[src/common/vsp_pkg.sv]
// vsp pipeline shared definitions
// Widths, RISC-V encodings, ALU codes and the two views of an instruction word
`default_nettype none

package vsp_pkg;

    ////////////////////////////////////////
    // Widths
    ////////////////////////////////////////

    localparam int xlen      = 32;
    localparam int reg_idx_w = 5;
    localparam int alu_op_w  = 3;

    // ALU operation codes
    localparam logic [alu_op_w-1:0] alu_add = 3'd0;
    localparam logic [alu_op_w-1:0] alu_sub = 3'd1;
    localparam logic [alu_op_w-1:0] alu_xor = 3'd2;
    localparam logic [alu_op_w-1:0] alu_or  = 3'd3;
    localparam logic [alu_op_w-1:0] alu_and = 3'd4;
    localparam logic [alu_op_w-1:0] alu_slt = 3'd5;

    ////////////////////////////////////////
    // RISC-V encodings
    ////////////////////////////////////////

    // Major opcodes that execute
    localparam logic [6:0] opcode_op     = 7'b0110011;
    localparam logic [6:0] opcode_op_imm = 7'b0010011;

    // funct3 values shared by register and immediate forms
    localparam logic [2:0] funct3_add_sub = 3'b000;
    localparam logic [2:0] funct3_slt     = 3'b010;
    localparam logic [2:0] funct3_xor     = 3'b100;
    localparam logic [2:0] funct3_or      = 3'b110;
    localparam logic [2:0] funct3_and     = 3'b111;

    // funct7, alternate form only selects SUB here
    localparam logic [6:0] funct7_base = 7'b0000000;
    localparam logic [6:0] funct7_alt  = 7'b0100000;

    // Fetch address sequence
    localparam logic [xlen-1:0] pc_reset = 32'h0000_0000;
    localparam logic [xlen-1:0] pc_step  = 32'd4;

    // One instruction word, R-type and I-type views of the same bits
    typedef union packed {
        struct packed {
            logic [6:0]           funct7;
            logic [reg_idx_w-1:0] rs2;
            logic [reg_idx_w-1:0] rs1;
            logic [2:0]           funct3;
            logic [reg_idx_w-1:0] rd;
            logic [6:0]           opcode;
        } r;
        struct packed {
            logic [11:0]          imm;
            logic [reg_idx_w-1:0] rs1;
            logic [2:0]           funct3;
            logic [reg_idx_w-1:0] rd;
            logic [6:0]           opcode;
        } i;
    } inst_word_t;

endpackage

`default_nettype wire

[src/logic/vsp_regfile.sv]
// vsp register file
// 32 x 32-bit, x0 reads zero, reads see a same-cycle write
`timescale 1ns/100ps
`default_nettype none

module vsp_regfile (
    input  wire                            clock,
    input  wire                            reset,
    input  wire  [vsp_pkg::reg_idx_w-1:0]  rd_idx_a,
    input  wire  [vsp_pkg::reg_idx_w-1:0]  rd_idx_b,
    input  wire                            wr_en,
    input  wire  [vsp_pkg::reg_idx_w-1:0]  wr_idx,
    input  wire  [vsp_pkg::xlen-1:0]       wr_data,
    output logic [vsp_pkg::xlen-1:0]       rd_data_a,
    output logic [vsp_pkg::xlen-1:0]       rd_data_b
);
    import vsp_pkg::*;

    logic [xlen-1:0] regs [2**reg_idx_w];
    logic            wr_live;

    // x0 is never written
    assign wr_live = wr_en && (wr_idx != '0);

    always_ff @(posedge clock) begin
        if (reset) begin
            for (int i = 0; i < 2**reg_idx_w; i++) begin
                regs[i] <= '0;
            end
        end else if (wr_live) begin
            regs[wr_idx] <= wr_data;
        end
    end

    // Write-through so a reader two words behind the producer gets the new value
    assign rd_data_a = (wr_live && wr_idx == rd_idx_a) ? wr_data : regs[rd_idx_a];
    assign rd_data_b = (wr_live && wr_idx == rd_idx_b) ? wr_data : regs[rd_idx_b];

endmodule

`default_nettype wire

[src/logic/vsp_fetch.sv]
// vsp fetch stage
// PC, memory read request and the fetch/dispatch pipeline register
`timescale 1ns/100ps
`default_nettype none

module vsp_fetch (
    input  wire                       clock,
    input  wire                       reset,
    input  wire                       mem_valid,
    input  wire vsp_pkg::inst_word_t  mem_data,
    output logic                      mem_command,
    output logic [vsp_pkg::xlen-1:0]  mem_addr,
    output logic                      if_valid,
    output logic [vsp_pkg::xlen-1:0]  if_pc,
    output vsp_pkg::inst_word_t       if_inst
);
    import vsp_pkg::*;

    logic [xlen-1:0] pc;
    logic            req_active;
    logic            accept;

    ////////////////////////////////////////
    // Memory request
    ////////////////////////////////////////

    // Held low through reset, then a read is pending every cycle
    always_ff @(posedge clock) begin
        if (reset) begin
            req_active <= 1'b0;
        end else begin
            req_active <= 1'b1;
        end
    end

    assign mem_command = req_active;
    // Address is the PC, which only moves on acceptance
    assign mem_addr    = pc;

    // Word taken at the edge where the response meets the request
    assign accept = req_active && mem_valid;

    always_ff @(posedge clock) begin
        if (reset) begin
            pc <= pc_reset;
        end else if (accept) begin
            pc <= pc + pc_step;
        end
    end

    ////////////////////////////////////////
    // Fetch/dispatch register
    ////////////////////////////////////////

    // Valid for exactly one cycle per accepted word
    always_ff @(posedge clock) begin
        if (reset) begin
            if_valid <= 1'b0;
        end else begin
            if_valid <= accept;
        end
    end

    // Payload
    always_ff @(posedge clock) begin
        if (accept) begin
            if_pc   <= pc;
            if_inst <= mem_data;
        end
    end

endmodule

`default_nettype wire

[src/logic/vsp_dispatch.sv]
// vsp dispatch stage
// Decodes the fetched word, reads operands and loads the dispatch/execute register
`timescale 1ns/100ps
`default_nettype none

module vsp_dispatch (
    input  wire                             clock,
    input  wire                             reset,
    input  wire                             if_valid,
    input  wire  [vsp_pkg::xlen-1:0]        if_pc,
    input  wire  vsp_pkg::inst_word_t       if_inst,
    input  wire                             wr_en,
    input  wire  [vsp_pkg::reg_idx_w-1:0]   wr_idx,
    input  wire  [vsp_pkg::xlen-1:0]        wr_data,
    output logic                            ex_valid,
    output logic [vsp_pkg::xlen-1:0]        ex_pc,
    output logic [vsp_pkg::alu_op_w-1:0]    ex_op,
    output logic [vsp_pkg::xlen-1:0]        ex_rs1_val,
    output logic [vsp_pkg::xlen-1:0]        ex_opb_val,
    output logic                            ex_use_imm,
    output logic [vsp_pkg::reg_idx_w-1:0]   ex_rs1,
    output logic [vsp_pkg::reg_idx_w-1:0]   ex_rs2,
    output logic                            ex_wr_en,
    output logic [vsp_pkg::reg_idx_w-1:0]   ex_rd
);
    import vsp_pkg::*;

    logic [alu_op_w-1:0] f3_op;
    logic                f3_ok;
    logic [alu_op_w-1:0] dec_op;
    logic                dec_ok;
    logic                dec_use_imm;
    logic [xlen-1:0]     imm_sext;
    logic [xlen-1:0]     rs1_val;
    logic [xlen-1:0]     rs2_val;

    ////////////////////////////////////////
    // Decode
    ////////////////////////////////////////

    // funct3 picks the operation for both R and I forms
    always_comb begin
        f3_ok = 1'b1;
        case (if_inst.r.funct3)
            funct3_add_sub: f3_op = alu_add;
            funct3_slt:     f3_op = alu_slt;
            funct3_xor:     f3_op = alu_xor;
            funct3_or:      f3_op = alu_or;
            funct3_and:     f3_op = alu_and;
            default: begin
                f3_op = alu_add;
                f3_ok = 1'b0;
            end
        endcase
    end

    always_comb begin
        dec_op      = f3_op;
        dec_ok      = 1'b0;
        dec_use_imm = 1'b0;
        if (if_inst.r.opcode == opcode_op) begin
            // R-type, funct7 must be clean except for SUB
            if (if_inst.r.funct7 == funct7_base) begin
                dec_ok = f3_ok;
            end else if (if_inst.r.funct7 == funct7_alt
                         && if_inst.r.funct3 == funct3_add_sub) begin
                dec_ok = 1'b1;
                dec_op = alu_sub;
            end
        end else if (if_inst.i.opcode == opcode_op_imm) begin
            dec_ok      = f3_ok;
            dec_use_imm = 1'b1;
        end
    end

    // I-type immediate, sign extended
    assign imm_sext = {{(xlen-12){if_inst.i.imm[11]}}, if_inst.i.imm};

    vsp_regfile u_vsp_regfile (
        .clock     (clock),
        .reset     (reset),
        .rd_idx_a  (if_inst.i.rs1),
        .rd_idx_b  (if_inst.r.rs2),
        .wr_en     (wr_en),
        .wr_idx    (wr_idx),
        .wr_data   (wr_data),
        .rd_data_a (rs1_val),
        .rd_data_b (rs2_val)
    );

    ////////////////////////////////////////
    // Dispatch/execute register
    ////////////////////////////////////////

    always_ff @(posedge clock) begin
        if (reset) begin
            ex_valid <= 1'b0;
            ex_wr_en <= 1'b0;
        end else begin
            ex_valid <= if_valid;
            // Unsupported words and rd of x0 retire without a write
            ex_wr_en <= if_valid && dec_ok && (if_inst.r.rd != '0);
        end
    end

    always_ff @(posedge clock) begin
        ex_pc      <= if_pc;
        ex_op      <= dec_op;
        ex_rs1_val <= rs1_val;
        ex_opb_val <= dec_use_imm ? imm_sext : rs2_val;
        ex_use_imm <= dec_use_imm;
        ex_rs1     <= if_inst.r.rs1;
        ex_rs2     <= if_inst.r.rs2;
        ex_rd      <= if_inst.r.rd;
    end

endmodule

`default_nettype wire

[src/logic/vsp_execute.sv]
// vsp execute stage
// Operand forwarding from the commit register, ALU, and the commit register
`timescale 1ns/100ps
`default_nettype none

module vsp_execute (
    input  wire                             clock,
    input  wire                             reset,
    input  wire                             ex_valid,
    input  wire  [vsp_pkg::xlen-1:0]        ex_pc,
    input  wire  [vsp_pkg::alu_op_w-1:0]    ex_op,
    input  wire  [vsp_pkg::xlen-1:0]        ex_rs1_val,
    input  wire  [vsp_pkg::xlen-1:0]        ex_opb_val,
    input  wire                             ex_use_imm,
    input  wire  [vsp_pkg::reg_idx_w-1:0]   ex_rs1,
    input  wire  [vsp_pkg::reg_idx_w-1:0]   ex_rs2,
    input  wire                             ex_wr_en,
    input  wire  [vsp_pkg::reg_idx_w-1:0]   ex_rd,
    output logic                            commit_valid,
    output logic [vsp_pkg::xlen-1:0]        commit_pc,
    output logic                            commit_wr_en,
    output logic [vsp_pkg::reg_idx_w-1:0]   commit_rd,
    output logic [vsp_pkg::xlen-1:0]        commit_data
);
    import vsp_pkg::*;

    logic            fwd_a;
    logic            fwd_b;
    logic [xlen-1:0] op_a;
    logic [xlen-1:0] op_b;
    logic [xlen-1:0] alu_result;

    ////////////////////////////////////////
    // Forwarding
    ////////////////////////////////////////

    // Producer one word ahead sits in the commit register, not yet in the regfile
    assign fwd_a = commit_valid && commit_wr_en && (commit_rd == ex_rs1);
    // Immediate forms carry no rs2
    assign fwd_b = commit_valid && commit_wr_en && !ex_use_imm && (commit_rd == ex_rs2);

    assign op_a = fwd_a ? commit_data : ex_rs1_val;
    assign op_b = fwd_b ? commit_data : ex_opb_val;

    ////////////////////////////////////////
    // ALU
    ////////////////////////////////////////

    always_comb begin
        case (ex_op)
            alu_add: alu_result = op_a + op_b;
            alu_sub: alu_result = op_a - op_b;
            alu_xor: alu_result = op_a ^ op_b;
            alu_or:  alu_result = op_a | op_b;
            alu_and: alu_result = op_a & op_b;
            // Signed compare
            alu_slt: alu_result = {{(xlen-1){1'b0}}, ($signed(op_a) < $signed(op_b))};
            default: alu_result = op_a + op_b;
        endcase
    end

    // Commit register
    always_ff @(posedge clock) begin
        if (reset) begin
            commit_valid <= 1'b0;
            commit_wr_en <= 1'b0;
        end else begin
            commit_valid <= ex_valid;
            commit_wr_en <= ex_valid && ex_wr_en;
        end
    end

    always_ff @(posedge clock) begin
        commit_pc   <= ex_pc;
        commit_rd   <= ex_rd;
        commit_data <= alu_result;
    end

endmodule

`default_nettype wire

[src/logic/vsp_cpu.sv]
// vsp CPU top level
// Fetch, dispatch and execute stages joined to the memory port and commit outputs
`timescale 1ns/100ps
`default_nettype none

module vsp_cpu (
    input  wire                            clock,
    input  wire                            reset,
    input  wire                            mem_valid,
    input  wire  [vsp_pkg::xlen-1:0]       mem_data,
    output logic                           mem_command,
    output logic [vsp_pkg::xlen-1:0]       mem_addr,
    output logic                           commit_valid,
    output logic [vsp_pkg::xlen-1:0]       commit_pc,
    output logic                           commit_wr_en,
    output logic [vsp_pkg::reg_idx_w-1:0]  commit_rd,
    output logic [vsp_pkg::xlen-1:0]       commit_data
);
    import vsp_pkg::*;

    ////////////////////////////////////////
    // Stage wires
    ////////////////////////////////////////

    // Fetch to dispatch
    logic                 if_valid;
    logic [xlen-1:0]      if_pc;
    inst_word_t           if_inst;

    // Dispatch to execute
    logic                 ex_valid;
    logic [xlen-1:0]      ex_pc;
    logic [alu_op_w-1:0]  ex_op;
    logic [xlen-1:0]      ex_rs1_val;
    logic [xlen-1:0]      ex_opb_val;
    logic                 ex_use_imm;
    logic [reg_idx_w-1:0] ex_rs1;
    logic [reg_idx_w-1:0] ex_rs2;
    logic                 ex_wr_en;
    logic [reg_idx_w-1:0] ex_rd;

    vsp_fetch u_vsp_fetch (
        .clock       (clock),
        .reset       (reset),
        .mem_valid   (mem_valid),
        .mem_data    (mem_data),
        .mem_command (mem_command),
        .mem_addr    (mem_addr),
        .if_valid    (if_valid),
        .if_pc       (if_pc),
        .if_inst     (if_inst)
    );

    // Register file write port fed straight from the commit register
    vsp_dispatch u_vsp_dispatch (
        .clock      (clock),
        .reset      (reset),
        .if_valid   (if_valid),
        .if_pc      (if_pc),
        .if_inst    (if_inst),
        .wr_en      (commit_wr_en),
        .wr_idx     (commit_rd),
        .wr_data    (commit_data),
        .ex_valid   (ex_valid),
        .ex_pc      (ex_pc),
        .ex_op      (ex_op),
        .ex_rs1_val (ex_rs1_val),
        .ex_opb_val (ex_opb_val),
        .ex_use_imm (ex_use_imm),
        .ex_rs1     (ex_rs1),
        .ex_rs2     (ex_rs2),
        .ex_wr_en   (ex_wr_en),
        .ex_rd      (ex_rd)
    );

    vsp_execute u_vsp_execute (
        .clock        (clock),
        .reset        (reset),
        .ex_valid     (ex_valid),
        .ex_pc        (ex_pc),
        .ex_op        (ex_op),
        .ex_rs1_val   (ex_rs1_val),
        .ex_opb_val   (ex_opb_val),
        .ex_use_imm   (ex_use_imm),
        .ex_rs1       (ex_rs1),
        .ex_rs2       (ex_rs2),
        .ex_wr_en     (ex_wr_en),
        .ex_rd        (ex_rd),
        .commit_valid (commit_valid),
        .commit_pc    (commit_pc),
        .commit_wr_en (commit_wr_en),
        .commit_rd    (commit_rd),
        .commit_data  (commit_data)
    );

endmodule

`default_nettype wire

[config.mk]
export PLATFORM = sky130hd
export DESIGN_NAME = vsp_cpu
export DESIGN_NICKNAME = d
export VERILOG_FILES = /design/src/common/vsp_pkg.sv /design/src/logic/vsp_regfile.sv /design/src/logic/vsp_fetch.sv /design/src/logic/vsp_dispatch.sv /design/src/logic/vsp_execute.sv /design/src/logic/vsp_cpu.sv
export SDC_FILE = /design/constraint.sdc
export NUM_CORES = 2
export LEC_CHECK = 0
export BUFFER_PORTS_ARGS = -buffer_cell sky130_fd_sc_hd__buf_2
export CORE_UTILIZATION = 42
export DETAILED_ROUTE_END_ITERATION = 8
export HOLD_SLACK_MARGIN = 0.06
export PLACE_DENSITY_LB_ADDON = 0.1
export SYNTH_ARGS = -nofsm -noshare
export SYNTH_HDL_FRONTEND = slang
export SYNTH_SLANG_ARGS = --single-unit
[constraint.sdc]
create_clock -name clock -period 5.9 [get_ports clock]
set_input_delay 0.885 -clock clock [delete_from_list [all_inputs] [get_ports clock]]
set_output_delay 0.885 -clock clock [all_outputs]
set_load 0.01 [all_outputs]
Yosys cells after proc, flatten, opt, wreduce, memory -nomap -nowiden
Memory sizes are Yosys's and may differ from the RTL's. A register that Yosys moved wholly into a read port is not among the register bits. Index checks and enable logic that the tools add are counted.

Bits of input ports: 35. Memories kept: 1. Register bits: 286. Memory bits (writable): 1024. Output and inout bits: 104. Logic and storage cells: 91.

Reductions and logical operators: 19. $add $sub $neg: 3. Bitwise operators: 3. Mux-type cells: 28. Magnitude comparators: 1. Eq/ne operators: 16.

Memory list: u_vsp_dispatch.u_vsp_regfile.regs (depth 32, bits a word 32, read ports 2, clocked after memory_dff 2, write ports 32, RTL line vsp_regfile.sv:19) `logic [xlen-1:0] regs [2**reg_idx_w];`.

Operator list (number): $mux 32 (6); $pmux 32 s5 (1); $add 32x3->32 const B (1); $add 32x32->32 (1); $and 32x32->32 (1); $lt 32x32->1 (1); $or 32x32->32 (1); $reduce_or 32->1 (1); $sub 32x32->32 (1); $xor 32x32->32 (1); $eq 5x5->1 (4); $eq 3x3->1 const B (5); $mux 5 (3); $eq 7x6->1 const B (2); $mux 1 (14); $logic_and 1x1->1 (12); $pmux 3 s4 (1); $reduce_bool 5->1 (2); $eq 3x2->1 const B (3); $mux 3 (3); $eq 7x5->1 const B (1); $logic_not 7->1 (1); $reduce_or 5->1 (1); $eq 3x1->1 const B (1); other kinds (2) (2).

Longest topological paths before layout
Depth after elaboration: 7. Depth in mapped cells: 20.

Cells and area by module
From an unflattened synthesis, not the netlist that was laid out.

Cells, all modules: 4871. Area, all modules: 68000.2 sq um.

By module, submodules not included: vsp_regfile (instances 1, area an instance 54461.0 sq um, seq. area each 30749.5 sq um, cells each 3494); vsp_execute (instances 1, area an instance 7395.8 sq um, seq. area each 1421.4 sq um, cells each 964); vsp_fetch (instances 1, area an instance 3358.2 sq um, seq. area each 2502.4 sq um, cells each 236); vsp_dispatch (instances 1, area an instance 2785.2 sq um, seq. area each 2342.2 sq um, cells each 177).

Worst setup path before layout
Ideal clock, no wire load.

Path kind: input -> register. Start point: input reset. End point: memory u_vsp_dispatch.u_vsp_regfile.regs[28][0] (enable). Required time: 5.434 ns. Data arrival time: 4.128 ns. Setup slack: 1.306 ns. Cell stages on the path: 4. Path buffers: 2. Cell sequence: clkbuf_1 > or4_1 > clkbuf_1 > o21ai_0.

RTL lines: from (decl) (RTL line vsp_cpu.sv:8) `input wire reset,`; to (decl) (RTL line vsp_regfile.sv:19).

Worst setup path after layout
Start point: register u_vsp_execute.commit_rd[0] (netlist bit). End point: register u_vsp_execute.commit_data[30] (netlist bit).

Cells in the longest elaborated chain, start to end: 5. Elaborated cells on any way between the ends: 12.

Ends and longest elaborated chain: from (decl) (RTL line vsp_execute.sv:22) `output logic [vsp_pkg::reg_idx_w-1:0] commit_rd,`; from (signal assigned) (RTL line vsp_execute.sv:75) `commit_rd <= ex_rd;`; $eq 5x5->1 (on tied branches) (RTL line vsp_execute.sv:38, vsp_execute.sv:40); $logic_and 1x1->1 (on tied branches) (RTL line vsp_execute.sv:38, vsp_execute.sv:40); $mux 32 (on tied branches) (RTL line vsp_execute.sv:42, vsp_execute.sv:43); $add 32x32->32 (tied with other cells) (RTL line vsp_execute.sv:51, vsp_execute.sv:58); $pmux 32 s5 * (RTL line vsp_execute.sv:50) `case (ex_op)`; via u_vsp_execute.alu_result[30] (RTL line vsp_execute.sv:31) `logic [xlen-1:0] alu_result;`; to (signal assigned) (RTL line vsp_execute.sv:76) `commit_data <= alu_result;`; to (decl) (RTL line vsp_execute.sv:23) `output logic [vsp_pkg::xlen-1:0] commit_data`.

The timed path passes the listed nets; every way through them passes the cells marked *. A chain may end at the register's enable or synchronous reset.

==> summary.txt <==
Timing
  • Relative slew slack: 0.1783
  • Unrepaired setup endpoints after global routing: false
  • TNS Setup: 0 ns
  • Clk_skew: around 0.05 ns
  • Worst-margin pin slew: 1.233 ns
  • Hold Vio Cnt, Final: 0
  • Final setup vio count: 0
  • Final Max Tran Viols: 0
  • Minimum clock period: 5.379 ns
  • Fin crit share: 0.9116
  • Fmax: 185.9 MHz

Synth
  • Synth cell count leaders: edfxtp_1 (1086), and2_1 (996), mux4_2 (640)
  • Syn. warnings: 0
  • Most common cell in the synthesized netlist: edfxtp_1
  • Top post-synthesis cells by area: edfxtp_1 (48%), mux4_2 (21%), and2_1 (9.1%)
  • Synth unique cells: 84
  • Most common flop cell mapped by yosys: edfxtp_1
  • EDFF count, synth: about 1100
  • #FFs+latches synth: 1312
  • Mapped Cells: between 4000 and 5000
  • Post-synth ARST share: 0
  • Syn_area_per_cell: 14.50 sq um
  • Area leader, netlist: edfxtp_1
  • Mapped Area: 68210 sq um
  • Post-synthesis sequential area ratio: 0.5445
  • Post-synth top area share: 0.4781

Clock tree
  • CTS tree: built
  • Worst-path clk slew: 0.06 ns
  • Resize count post-CTS: 0
  • Number of CTS-inserted buffers: between 100 and 150
  • Root Buffer: clkbuf_16
  • Clk sinks: 1312
  • Max Root-Sink Buffers: 3
  • Setup bufs post-CTS: 0
  • Worst skew pair latency: ~0.84 ns
  • H-tree depth: 4
  • CTS Hold Bufs: 0

Worst setup path
  • FF-to-FF path depth: 15
  • Critical Path RT: 6.65 ns
  • Crit path kind: reg2reg
  • CP max FO: 18
  • Critical path launch point type: register
  • Flop2flop setup slack: 0.52 ns
  • Worst R2R Start: u_vsp_execute.commit_rd[0]
  • Crit path DAT: 6.12 ns
  • Reg-to-reg endpoint: u_vsp_execute.commit_data[30]
  • Critical path capture point type: register

Detailed routing
  • Starting DRT DRC Count: 5074
  • Post-route ant nets: 0
  • Post-Route WL: 245.7 mm
  • Vias per cell: 6.139
  • Total number of vias: 43340
  • Drt pass-1 iters: 5
  • Remaining DRCs: 0
  • DR WL/cell: 34.80 um

Cells and area
  • Share of cells above drive strength 1: 0.2759
  • Area delta synth->final: 13.31%
  • Register area: 37170 sq um
  • Nets@finish: 4886
  • Fillers: 13860
  • Area of the multi-input gates: 29610 sq um

Min path
  • Min-delay worst type: in2reg
  • Hold path endpoint: u_vsp_fetch.if_inst[7]
  • Hold_sp: mem_data[7]
  • Hold depth: 1

Power and ir drop
  • VDD IR-drop max: 242.1 uV
  • Static leakage: 28.11 nW
  • Power Total: 25.42 mW
  • PwrDens: between 300 and 400 nW/um^2

Global routing
  • Vias in the first global route: 42540
  • Grt ovf: 0
  • All-Layer GR Usage: 0.3020
  • Pin count of the biggest net entering global routing: between 80 and 90
  • Antenna violations before repair: 27
  • First-pass GRT wire length: around 340 mm

Placed design
  • Placer congestion estimate: between 0.9 and 1
  • Placed wire-length estimate: 151.7 mm
  • Buffers on Ports: 134

Outcome
  • Outcome: finished clean

Die
  • # IOs: 139
  • Rows: 147
  • Effective utilization at floorplan: 0.4238
  • Die Span Y: 405.0 um
  • Core area: between 150000 and 200000 sq um
  • Die area: approximately 160000 sq um
  • Die width: 405.0 um

Job
  • Max Cap Violations: 0
==> registers in the layout, summed over array words and instances, names as in the netlist, named ones only <==
name	cells
u_vsp_dispatch.u_vsp_regfile.regs	1024
u_vsp_dispatch.ex_opb_val	32
u_vsp_dispatch.ex_rs1_val	32
u_vsp_execute.commit_data	32
u_vsp_fetch.if_inst	32
u_vsp_dispatch.ex_pc	30
u_vsp_execute.commit_pc	30
u_vsp_fetch.if_pc	30
u_vsp_fetch.mem_addr	30
u_vsp_dispatch.ex_rd	5
u_vsp_dispatch.ex_rs1	5
u_vsp_dispatch.ex_rs2	5
u_vsp_execute.commit_rd	5
u_vsp_dispatch.ex_op	3
u_vsp_dispatch.ex_use_imm	1
u_vsp_dispatch.ex_valid	1
u_vsp_dispatch.ex_wr_en	1
u_vsp_execute.commit_valid	1
u_vsp_execute.commit_wr_en	1
u_vsp_fetch.if_valid	1
u_vsp_fetch.mem_command	1
==> final cells by class <==
class                           instances  area share
Tap cell                             2160     0.03497
Antenna cell                           21   0.0006800
Multi-Input combinational cell       2866      0.3831
Timing Repair Buffer                  310     0.03066
Clock inverter                         72     0.01075
Clock buffer                          205     0.05331
Inverter                              113    0.005504
Sequential cell                      1312      0.4810
==> worst max path at each step <==
| stage | end | depth (start not counted) | from | slack [ns] |
|---|---|---|---|---|
| 4_1_cts | u_vsp_execute.commit_data[30] | 15 | u_vsp_execute.commit_rd[0] | 0.55 |
| 3_5_place_dp | u_vsp_execute.commit_data[30] | 15 | u_vsp_execute.commit_rd[0] | 0.59 |
| 3_3_place_gp | u_vsp_execute.commit_data[30] | 15 | u_vsp_execute.commit_rd[0] | 0.69 |
| 2_1_floorplan | u_vsp_dispatch.u_vsp_regfile.regs[28][0] | 4 | reset | 1.31 |
| 5_1_grt | u_vsp_execute.commit_data[30] | 15 | u_vsp_execute.commit_rd[0] | 0.26 |
| 6_report | u_vsp_execute.commit_data[30] | 15 | u_vsp_execute.commit_rd[0] | 0.52 |
==> cell usage in the layout, fill, tap and decap left out, types with 16 or more instances in the layout <==
cell type / count
edfxtp_1: 1086
clkinv_1: 20
xnor2_1: 24
a21o_1: 17
buf_2: 133
clkbuf_1: 39
clkbuf_16: 150
dfxtp_1: 215
and2_1: 996
xor2_1: 23
clkinv_2: 29
buf_4: 147
nor2_4: 32
o21ai_4: 31
nand2_1: 111
diode_2: 21
mux4_2: 640
buf_12: 30
nor2b_1: 16
ha_1: 97
a211oi_1: 21
nor2_1: 150
inv_1: 108
a221o_1: 23
nor3_1: 22
mux2_2: 66
clkbuf_8: 16
nand3_1: 18
a21oi_1: 140
o21ai_0: 107
mux2i_1: 66
conb_1: 36
==> cells by family after synthesis <==
family,Yosys count,share of synthesized area
buffers and inverters,560,0.03249
DFF,1312,0.5445
xor gates and xnor gates,47,0.006035
adders and majority gates,99,0.01838
other,1,0.00005498
AOI/OAI and AO/OA,466,0.04373
muxes,781,0.2334
and+or+nand+nor,1437,0.1214
==> routing by layer <==
metal  up-vias  global-route usage  wire length, um  part of all wire
met4         4              0.1039             8851             0.036
met1     22950              0.4104           100100              0.41
met5         -                   0               26           0.00011
li1      17900                   -                -                 -
met2      2089              0.4857           116900              0.48
met3       393             0.05724            19700             0.080
==> where the power goes <==
group          internal, mW  leakage, nW  total (mW)  switching [mW]
combinational          1.82         12.6        5.17            3.36
clock                  5.29         2.42        9.40            4.12
sequential             10.5         13.1        10.8           0.362
total                  17.6         28.1        25.4            7.84
==> stage by stage <==
step | setup WS, ns | instance area [sq um] | hold WS [ns] | utilization | instances
3_5_place_dp | 0.5946 | 72280 | 0.3128 | 0.4491 | 6761
3_3_place_gp | 0.6887 | 72280 | 0.3105 | 0.4491 | 6761
4_1_cts | 0.5531 | 77230 | 0.1664 | 0.4799 | 7038
6_report | 0.5214 | 77280 | 0.2194 | 0.4802 | 7059
5_1_grt | 0.2609 | 77230 | 0.1826 | 0.4799 | 7038
2_1_floorplan | 1.306 | 68340 | 0.3096 | - | 4738
==> critical path, stage by stage, from the launching register on <==
cell	delay [ns]
dfxtp_1	0.61
xnor2_1	0.17
nand4_1	0.12
or3_2	0.78
buf_4	0.36
mux2_1	0.44
fa_1	0.46
nor2b_1	0.17
o211ai_1	0.29
a31oi_1	0.22
a211oi_2	0.42
o21ai_2	0.20
a31o_2	0.32
a21oi_1	0.17
mux2_2	0.35
nor3_1	0.17
Note: power is estimated with default switching activity, not from simulation.
